### src/include/fb_cfg.svh
`ifndef FB_CFG_SVH
`define FB_CFG_SVH

// active area, kept small for fast simulation
`define FB_H_DISP        16
`define FB_V_DISP        8

// horizontal blanking in pixel clocks
`define FB_H_FRONT       2
`define FB_H_SYNC        2
`define FB_H_BACK        2

// vertical blanking in lines
`define FB_V_FRONT       1
`define FB_V_SYNC        1
`define FB_V_BACK        2

`define FB_WR_DIV        4       // cycles between run samples
`define FB_WR_FIFO_DEPTH 8
`define FB_RD_FIFO_DEPTH 8
`define FB_ADDR_W        7       // covers H_DISP * V_DISP words

`endif

### src/rtl/fb_pkg.sv
`include "fb_cfg.svh"

package fb_pkg;

    typedef struct packed {
        logic [7:0] red;
        logic [7:0] green;
        logic [7:0] blue;
    } rgb_t;

    typedef logic [`FB_ADDR_W-1:0] fb_addr_t;   // linear frame address

    // one pixel write bound for the frame store
    typedef struct packed {
        fb_addr_t addr;
        rgb_t     pix;
    } wr_req_t;

    typedef struct packed {
        logic hsync;                            // active high
        logic vsync;                            // active high
        logic de;
        rgb_t rgb;                              // zero outside de
    } video_t;

endpackage

### src/rtl/stream_fifo.sv
`timescale 1ns/10ps

module stream_fifo #(
    parameter type payload_t = logic [7:0],
    parameter int  DEPTH     = 8
)
(
    input  logic                       clk,
    input  logic                       rst_n,
    input  logic                       push,
    input  payload_t                   din,
    input  logic                       pop,
    output payload_t                   dout,
    output logic                       full,
    output logic                       empty,
    output logic [$clog2(DEPTH+1)-1:0] count
);
    localparam int PTR_W = $clog2(DEPTH);
    localparam int CNT_W = $clog2(DEPTH + 1);

    payload_t         mem [DEPTH];
    logic [PTR_W-1:0] wr_ptr;
    logic [PTR_W-1:0] rd_ptr;
    logic             do_push;
    logic             do_pop;

    assign full    = (count == CNT_W'(DEPTH));
    assign empty   = (count == '0);
    assign do_push = push && !full;    // overflow is dropped
    assign do_pop  = pop && !empty;
    assign dout    = mem[rd_ptr];      // show-ahead head entry

    always_ff @(posedge clk or negedge rst_n)
    begin
        if (!rst_n)
        begin
            wr_ptr <= '0;
            rd_ptr <= '0;
            count  <= '0;
        end
        else
        begin
            if (do_push)
                wr_ptr <= (wr_ptr == PTR_W'(DEPTH - 1)) ? '0 : wr_ptr + 1'b1;
            if (do_pop)
                rd_ptr <= (rd_ptr == PTR_W'(DEPTH - 1)) ? '0 : rd_ptr + 1'b1;
            case ({do_push, do_pop})
                2'b10:   count <= count + 1'b1;
                2'b01:   count <= count - 1'b1;
                default: count <= count;       // idle or push and pop together
            endcase
        end
    end

    always_ff @(posedge clk)
    begin
        if (do_push)
            mem[wr_ptr] <= din;
    end

endmodule

### src/rtl/pixel_run_writer.sv
`timescale 1ns/10ps
`include "fb_cfg.svh"

module pixel_run_writer
(
    input  logic            clk,
    input  logic            rst_n,
    input  logic            ready,
    input  logic            enable,
    input  logic [15:0]     x_pos,
    input  logic [15:0]     y_pos,
    input  logic [15:0]     len,
    input  fb_pkg::rgb_t    pixel,
    output logic            busy,
    input  logic            wr_full,
    output logic            wr_push,
    output fb_pkg::wr_req_t wr_req
);
    import fb_pkg::*;

    localparam int DIV_W     = $clog2(`FB_WR_DIV);
    localparam int LAST_ADDR = `FB_H_DISP * `FB_V_DISP - 1;

    logic             done;        // run finished, cleared by enable low
    logic             pend;        // sampled request waiting for fifo room
    logic [DIV_W-1:0] div_cnt;
    logic [15:0]      remain;      // pixels left to push
    fb_addr_t         addr;        // address of the next sample
    logic [31:0]      start_addr;
    logic             start;
    logic             tick;

    assign start_addr = {16'd0, x_pos} + {16'd0, y_pos} * `FB_H_DISP;
    assign start      = ready && enable && !busy && !done;
    assign tick       = busy && !pend && (remain != '0)
                        && (div_cnt == DIV_W'(`FB_WR_DIV - 1));
    assign wr_push    = pend && !wr_full;

    always_ff @(posedge clk or negedge rst_n)
    begin
        if (!rst_n)
        begin
            busy    <= 1'b0;
            done    <= 1'b0;
            pend    <= 1'b0;
            div_cnt <= '0;
            remain  <= '0;
            addr    <= '0;
        end
        else if (start)
        begin
            busy    <= 1'b1;
            remain  <= len;
            addr    <= fb_addr_t'(start_addr[`FB_ADDR_W-1:0]);
            div_cnt <= '0;
        end
        else if (busy)
        begin
            if (div_cnt != DIV_W'(`FB_WR_DIV - 1))
                div_cnt <= div_cnt + 1'b1;
            else if (tick)
                div_cnt <= '0;             // otherwise hold at the sample point
            if (tick)
            begin
                pend <= 1'b1;
                addr <= (addr == fb_addr_t'(LAST_ADDR)) ? '0 : addr + 1'b1;
            end
            if (wr_push)
            begin
                pend   <= 1'b0;
                remain <= remain - 1'b1;
            end
            if (remain == '0 || (wr_push && remain == 16'd1))
            begin
                busy <= 1'b0;
                done <= 1'b1;
            end
        end
        else if (!enable)
            done <= 1'b0;
    end

    always_ff @(posedge clk)
    begin
        if (tick)
            wr_req <= {addr, pixel};       // held until pushed
    end

endmodule

### src/rtl/frame_store.sv
`timescale 1ns/10ps
`include "fb_cfg.svh"

module frame_store
(
    input  logic             clk,
    input  logic             rst_n,
    output logic             ready,
    input  logic             wr_empty,
    input  fb_pkg::wr_req_t  wr_req,
    output logic             wr_pop,
    input  logic             rd,
    input  fb_pkg::fb_addr_t raddr,
    output fb_pkg::rgb_t     rdata,
    output logic             rvalid
);
    import fb_pkg::*;

    localparam int WORDS = `FB_H_DISP * `FB_V_DISP;

    rgb_t     mem [WORDS];
    fb_addr_t clr_addr;    // clear sweep position
    logic     rd_go;

    // single port, the scanout read owns the cycle
    assign rd_go  = ready && rd;
    assign wr_pop = ready && !wr_empty && !rd;

    always_ff @(posedge clk or negedge rst_n)
    begin
        if (!rst_n)
        begin
            ready    <= 1'b0;
            clr_addr <= '0;
            rvalid   <= 1'b0;
        end
        else
        begin
            rvalid <= rd_go;
            if (!ready)
            begin
                clr_addr <= clr_addr + 1'b1;
                ready    <= (clr_addr == fb_addr_t'(WORDS - 1));
            end
        end
    end

    always_ff @(posedge clk)
    begin
        if (!ready)
            mem[clr_addr] <= '0;          // black
        else if (wr_pop)
            mem[wr_req.addr] <= wr_req.pix;
        if (rd_go)
            rdata <= mem[raddr];
    end

endmodule

### src/rtl/scan_prefetch.sv
`timescale 1ns/10ps
`include "fb_cfg.svh"

module scan_prefetch
(
    input  logic                                     clk,
    input  logic                                     rst_n,
    input  logic                                     ready,
    input  logic [$clog2(`FB_RD_FIFO_DEPTH+1)-1:0]   fifo_count,
    output logic                                     rd,
    output fb_pkg::fb_addr_t                         raddr,
    input  logic                                     rvalid,
    input  fb_pkg::rgb_t                             rdata,
    output logic                                     push,
    output fb_pkg::rgb_t                             pixel
);
    import fb_pkg::*;

    localparam int CNT_W     = $clog2(`FB_RD_FIFO_DEPTH + 1);
    localparam int LAST_ADDR = `FB_H_DISP * `FB_V_DISP - 1;

    logic [CNT_W-1:0] in_flight;   // reads issued, data not yet back
    logic [CNT_W:0]   booked;      // fifo slots already spoken for

    assign booked = {1'b0, fifo_count} + {1'b0, in_flight};
    assign rd     = ready && (booked < (CNT_W + 1)'(`FB_RD_FIFO_DEPTH));
    assign push   = rvalid;
    assign pixel  = rdata;

    always_ff @(posedge clk or negedge rst_n)
    begin
        if (!rst_n)
        begin
            raddr     <= '0;
            in_flight <= '0;
        end
        else
        begin
            if (rd)
                raddr <= (raddr == fb_addr_t'(LAST_ADDR)) ? '0 : raddr + 1'b1;
            case ({rd, rvalid})
                2'b10:   in_flight <= in_flight + 1'b1;
                2'b01:   in_flight <= in_flight - 1'b1;
                default: in_flight <= in_flight;
            endcase
        end
    end

endmodule

### src/rtl/raster_timing.sv
`timescale 1ns/10ps
`include "fb_cfg.svh"

module raster_timing
(
    input  logic           clk,
    input  logic           rst_n,
    input  logic           ready,
    input  logic           pix_empty,
    input  fb_pkg::rgb_t   pix,
    output logic           pop,
    output fb_pkg::video_t video
);
    // each axis runs back porch, active, front porch, sync
    localparam int H_ACT_BEG  = `FB_H_BACK;
    localparam int H_ACT_END  = H_ACT_BEG + `FB_H_DISP;
    localparam int H_SYNC_BEG = H_ACT_END + `FB_H_FRONT;
    localparam int H_TOTAL    = H_SYNC_BEG + `FB_H_SYNC;
    localparam int V_ACT_BEG  = `FB_V_BACK;
    localparam int V_ACT_END  = V_ACT_BEG + `FB_V_DISP;
    localparam int V_SYNC_BEG = V_ACT_END + `FB_V_FRONT;
    localparam int V_TOTAL    = V_SYNC_BEG + `FB_V_SYNC;
    localparam int H_W        = $clog2(H_TOTAL);
    localparam int V_W        = $clog2(V_TOTAL);

    logic [H_W-1:0] h_cnt;
    logic [V_W-1:0] v_cnt;
    logic           h_act;
    logic           v_act;
    logic           active;
    logic           line_end;

    assign h_act    = (h_cnt >= H_W'(H_ACT_BEG)) && (h_cnt < H_W'(H_ACT_END));
    assign v_act    = (v_cnt >= V_W'(V_ACT_BEG)) && (v_cnt < V_W'(V_ACT_END));
    assign active   = ready && h_act && v_act;
    assign line_end = (h_cnt == H_W'(H_TOTAL - 1));
    assign pop      = active && !pix_empty;

    always_ff @(posedge clk or negedge rst_n)
    begin
        if (!rst_n)
        begin
            h_cnt <= '0;
            v_cnt <= '0;
        end
        else if (ready)                   // frame starts once the store is cleared
        begin
            h_cnt <= line_end ? '0 : h_cnt + 1'b1;
            if (line_end)
                v_cnt <= (v_cnt == V_W'(V_TOTAL - 1)) ? '0 : v_cnt + 1'b1;
        end
    end

    always_ff @(posedge clk or negedge rst_n)
    begin
        if (!rst_n)
            video <= '0;
        else
        begin
            video.hsync <= ready && (h_cnt >= H_W'(H_SYNC_BEG));
            video.vsync <= ready && (v_cnt >= V_W'(V_SYNC_BEG));
            video.de    <= active;
            video.rgb   <= pop ? pix : '0;    // black outside de
        end
    end

endmodule

### src/rtl/fb_display_top.sv
`timescale 1ns/10ps
`include "fb_cfg.svh"

module fb_display_top
(
    input  logic           clk,
    input  logic           rst_n,
    input  logic           enable,
    input  logic [15:0]    x_pos,
    input  logic [15:0]    y_pos,
    input  logic [15:0]    len,
    input  fb_pkg::rgb_t   pixel,
    output logic           busy,
    output logic           ready,
    output fb_pkg::video_t video
);
    import fb_pkg::*;

    wr_req_t  wr_req;       // writer to write fifo
    wr_req_t  wr_head;      // write fifo to store
    logic     wr_push;
    logic     wr_pop;
    logic     wr_full;
    logic     wr_empty;
    logic     rd;
    fb_addr_t raddr;
    rgb_t     rdata;
    logic     rvalid;
    rgb_t     pix_in;
    rgb_t     pix_out;
    logic     pix_push;
    logic     pix_pop;
    logic     pix_empty;
    logic [$clog2(`FB_RD_FIFO_DEPTH+1)-1:0] pix_count;

    pixel_run_writer pixel_run_writer_i (
        .clk(clk), .rst_n(rst_n), .ready(ready), .enable(enable),
        .x_pos(x_pos), .y_pos(y_pos), .len(len), .pixel(pixel), .busy(busy),
        .wr_full(wr_full), .wr_push(wr_push), .wr_req(wr_req)
    );

    stream_fifo #(.payload_t(wr_req_t), .DEPTH(`FB_WR_FIFO_DEPTH)) wr_fifo_i (
        .clk(clk), .rst_n(rst_n), .push(wr_push), .din(wr_req), .pop(wr_pop),
        .dout(wr_head), .full(wr_full), .empty(wr_empty), .count()
    );

    frame_store frame_store_i (
        .clk(clk), .rst_n(rst_n), .ready(ready), .wr_empty(wr_empty),
        .wr_req(wr_head), .wr_pop(wr_pop), .rd(rd), .raddr(raddr),
        .rdata(rdata), .rvalid(rvalid)
    );

    scan_prefetch scan_prefetch_i (
        .clk(clk), .rst_n(rst_n), .ready(ready), .fifo_count(pix_count),
        .rd(rd), .raddr(raddr), .rvalid(rvalid), .rdata(rdata),
        .push(pix_push), .pixel(pix_in)
    );

    stream_fifo #(.payload_t(rgb_t), .DEPTH(`FB_RD_FIFO_DEPTH)) pix_fifo_i (
        .clk(clk), .rst_n(rst_n), .push(pix_push), .din(pix_in), .pop(pix_pop),
        .dout(pix_out), .full(), .empty(pix_empty), .count(pix_count)
    );

    raster_timing raster_timing_i (
        .clk(clk), .rst_n(rst_n), .ready(ready), .pix_empty(pix_empty),
        .pix(pix_out), .pop(pix_pop), .video(video)
    );

endmodule

### config.mk
export PLATFORM = sky130hd
export DESIGN_NAME = fb_display_top
export DESIGN_NICKNAME = d
export VERILOG_FILES = /design/src/rtl/fb_pkg.sv /design/src/rtl/stream_fifo.sv /design/src/rtl/pixel_run_writer.sv /design/src/rtl/frame_store.sv /design/src/rtl/scan_prefetch.sv /design/src/rtl/raster_timing.sv /design/src/rtl/fb_display_top.sv
export VERILOG_INCLUDE_DIRS = /design/src /design/src/include
export SDC_FILE = /design/constraint.sdc
export NUM_CORES = 2
export LEC_CHECK = 0
export BUFFER_PORTS_ARGS = -buffer_cell sky130_fd_sc_hd__buf_2
export CAP_MARGIN = 20
export CORE_MARGIN = 2
export CORE_UTILIZATION = 50
export DETAILED_ROUTE_END_ITERATION = 16
export PLACE_DENSITY = 0.75
export SLEW_MARGIN = 5
export SYNTH_ARGS = -nofsm -noshare
export SYNTH_HDL_FRONTEND = slang
export SYNTH_HIERARCHICAL = 1
export SYNTH_SLANG_ARGS = --single-unit
### constraint.sdc
create_clock -name clk -period 10.6 [get_ports clk]
set_input_delay 1.59 -clock clk [delete_from_list [all_inputs] [get_ports clk]]
set_output_delay 1.59 -clock clk [all_outputs]
set_load 0.005 [all_outputs]
==> impl_metrics.yaml <==
drt:
  drt_drc_violations_left: 0
  drt-total-wl_microns: 337000
  via_per_inst: 6.39
  vias: 65365
  wl_per_cell_microns: 33.0
  drtAntennaViolNets: 0
  firstDrtPassIters: 5
  drtIter0Drc: 9262
floorplanning:
  initial_utilization_pct: 50.2
  die_w_microns: 536
  rows: 195
  pin_count: 104
  core_area_sq_um: 282000
  die_h_microns: 536
  die_area_sq_um: 288000
global_routing:
  overflow: 0
  antenna_found_initial: 29
  first_global_vias: 67040
  grt_usage_pct: 23.4
  grt_max_degree: 118
  grt_pass1_wl_microns: 481000
clocking:
  cts_htree_levels: 5
  cts_buffers: 366
  clk_latency_ns: 0.93
  cts_resized: 0
  cts_hold_buffers: 0
  numClockSinks: 3671
  root_buffer: "clkbuf_16"
  cts_setup_buffers: 0
  clk_pin_slew_ns: 0.06
  cts_tree: "done"
  clock_path_buffers: 4
placement:
  hpwl_microns: 172000
  place.gp.congestion: 0.811
  port_buffers: 81
  place_ws_ns: 5.25
sta:
  finalCriticalPeriod_ns: 5.57
  fin_setup_tns_ns: 0
  clock_skew_ns: 0.0820
  setup_viol: 0
  worstMarginPinSlew_ns: 1.21
  slew_violations: 0
  timing.final.crit_share_pct: 52.5
  slew_headroom_pct: 16.7
  rsz0062_at_grt: "no"
  clock.fmax_ghz: 0.180
  holdWs_ns: 0.504
  setup_slack_ns: 5.03
  hold_viol: 0
layout:
  syn2layout_area_growth_pct: 12.7
  fin_nets: 6284
  drive_gt1_share_pct: 33.4
  layout_common_cells: "3567 x edfxtp_1, 1046 x mux4_2, 370 x clkbuf_16"
  final_common_cell: "edfxtp_1"
critical_path:
  worstPathMaxFanout: 24
  path_class: "reg2reg"
  worstPathArrival_ns: 6.07
  cp_slowest_cell: "nor2_4"
  critPathMaxStageDelay_ns: 1.04
  critical_path_required_ns: 11.11
  path_cells: "ha_1 -> a31oi_1 -> o21ai_2 -> inv_2 -> or3b_2 -> inv_1 -> mux2i_1 -> nand2_1 -> nor2_4"
  critPathCaptureType: "flip-flop"
  critPathLaunchType: "flip-flop"
status:
  status: "finished clean"
hold_path:
  hp-class: "reg2reg"
logic_synthesis:
  syn_area_per_cell_sq_um: 24.3
  syn_inst: 5840
  ys_warn_count: 6
  synth.net_count: 5951
  synth.cell_area_sq_um: 142000
flow_run:
  cap_violations: 0
power:
  power_density_nw_per_um2: 180
  p_leak_uw: 0.0390
  irDropWorstVdd_v: 0.000155
metrics by stage:
stage          std cells  total power (uW)  util (%)  instance area (sq um)
2_1_floorplan       5840             16000         -                 142000
5_1_grt            10217             29400      56.6                 160000
4_1_cts            10210             28900      56.5                 159000
6_report           10231             28700      56.6                 160000
3_5_place_dp        9542             16000      52.3                 147000
3_3_place_gp        9542             16000      52.3                 147000
worst max-delay path, delay by kind of cell, from the launching register on:
kind / cells / cell delay (ns)
compound gates: 2 / 0.51
fa+ha+maj: 1 / 0.31
buf+inv: 2 / 0.42
flops: 1 / 0.46
mux: 1 / 0.96
simple gates: 3 / 2.52
cell type report:
class / count / area [sq um]
timing repair buffer: 284 / 2150
multi-input combinational: 1798 / 30700
clock inverter: 237 / 2540
tap: 3743 / 4680
clock buffer: 431 / 9550
inverter: 52 / 198
fill: 19522 / 122000
sequential: 3671 / 110000
antenna: 15 / 37.5
path summary, 6_finish.rpt:
check	from	end	slack, ns	cells past startpoint
hold / removal	pixel_run_writer_i/div_cnt[0]	pixel_run_writer_i/div_cnt[0]	0.50	1
setup reg to reg	pix_fifo_i/count[1]	frame_store_i/mem[25][18]	5.03	9
max in group asynchronous	rst_n	wr_fifo_i/rd_ptr[0]	8.43	2
hold reg to reg	pixel_run_writer_i/div_cnt[0]	pixel_run_writer_i/div_cnt[0]	0.50	1
min in group asynchronous	rst_n	raster_timing_i/video[13]	0.77	1
setup / recovery	pix_fifo_i/count[1]	frame_store_i/mem[25][18]	5.03	9
metal layers:
| layer | vias up | GRT usage, % | wire length (microns) |
|---|---|---|---|
| met5 | - | 0 | 136 |
| met4 | 18 | 8.19 | 12900 |
| met3 | 678 | 5.38 | 38900 |
| met2 | 4236 | 38.0 | 166000 |
| met1 | 34674 | 31.4 | 119000 |
| li1 | 25759 | - | - |
state kept, by name, summed over array words and instances, names as in the netlist, 4 cells and up:
name,count
raster_timing_i/h_cnt,5
pixel_run_writer_i/remain,16
pix_fifo_i/count,4
wr_fifo_i/mem,248
pixel_run_writer_i/addr,7
frame_store_i/rdata,24
frame_store_i/clr_addr,7
frame_store_i/mem,3072
pix_fifo_i/mem,192
scan_prefetch_i/in_flight,4
pixel_run_writer_i/wr_req,31
wr_fifo_i/count,4
raster_timing_i/v_cnt,4
raster_timing_i/video,27
scan_prefetch_i/raddr,7
report_power, final:
| group | total [uW] | switching, uW | leakage, uW | internal [uW] |
|---|---|---|---|---|
| logic | 22.1 | 13.8 | 0.00697 | 8.38 |
| clock network | 13000 | 5470 | 0.00589 | 7530 |
| registers | 15700 | 0 | 0.0262 | 15700 |
(Power assumes the default switching activity.)
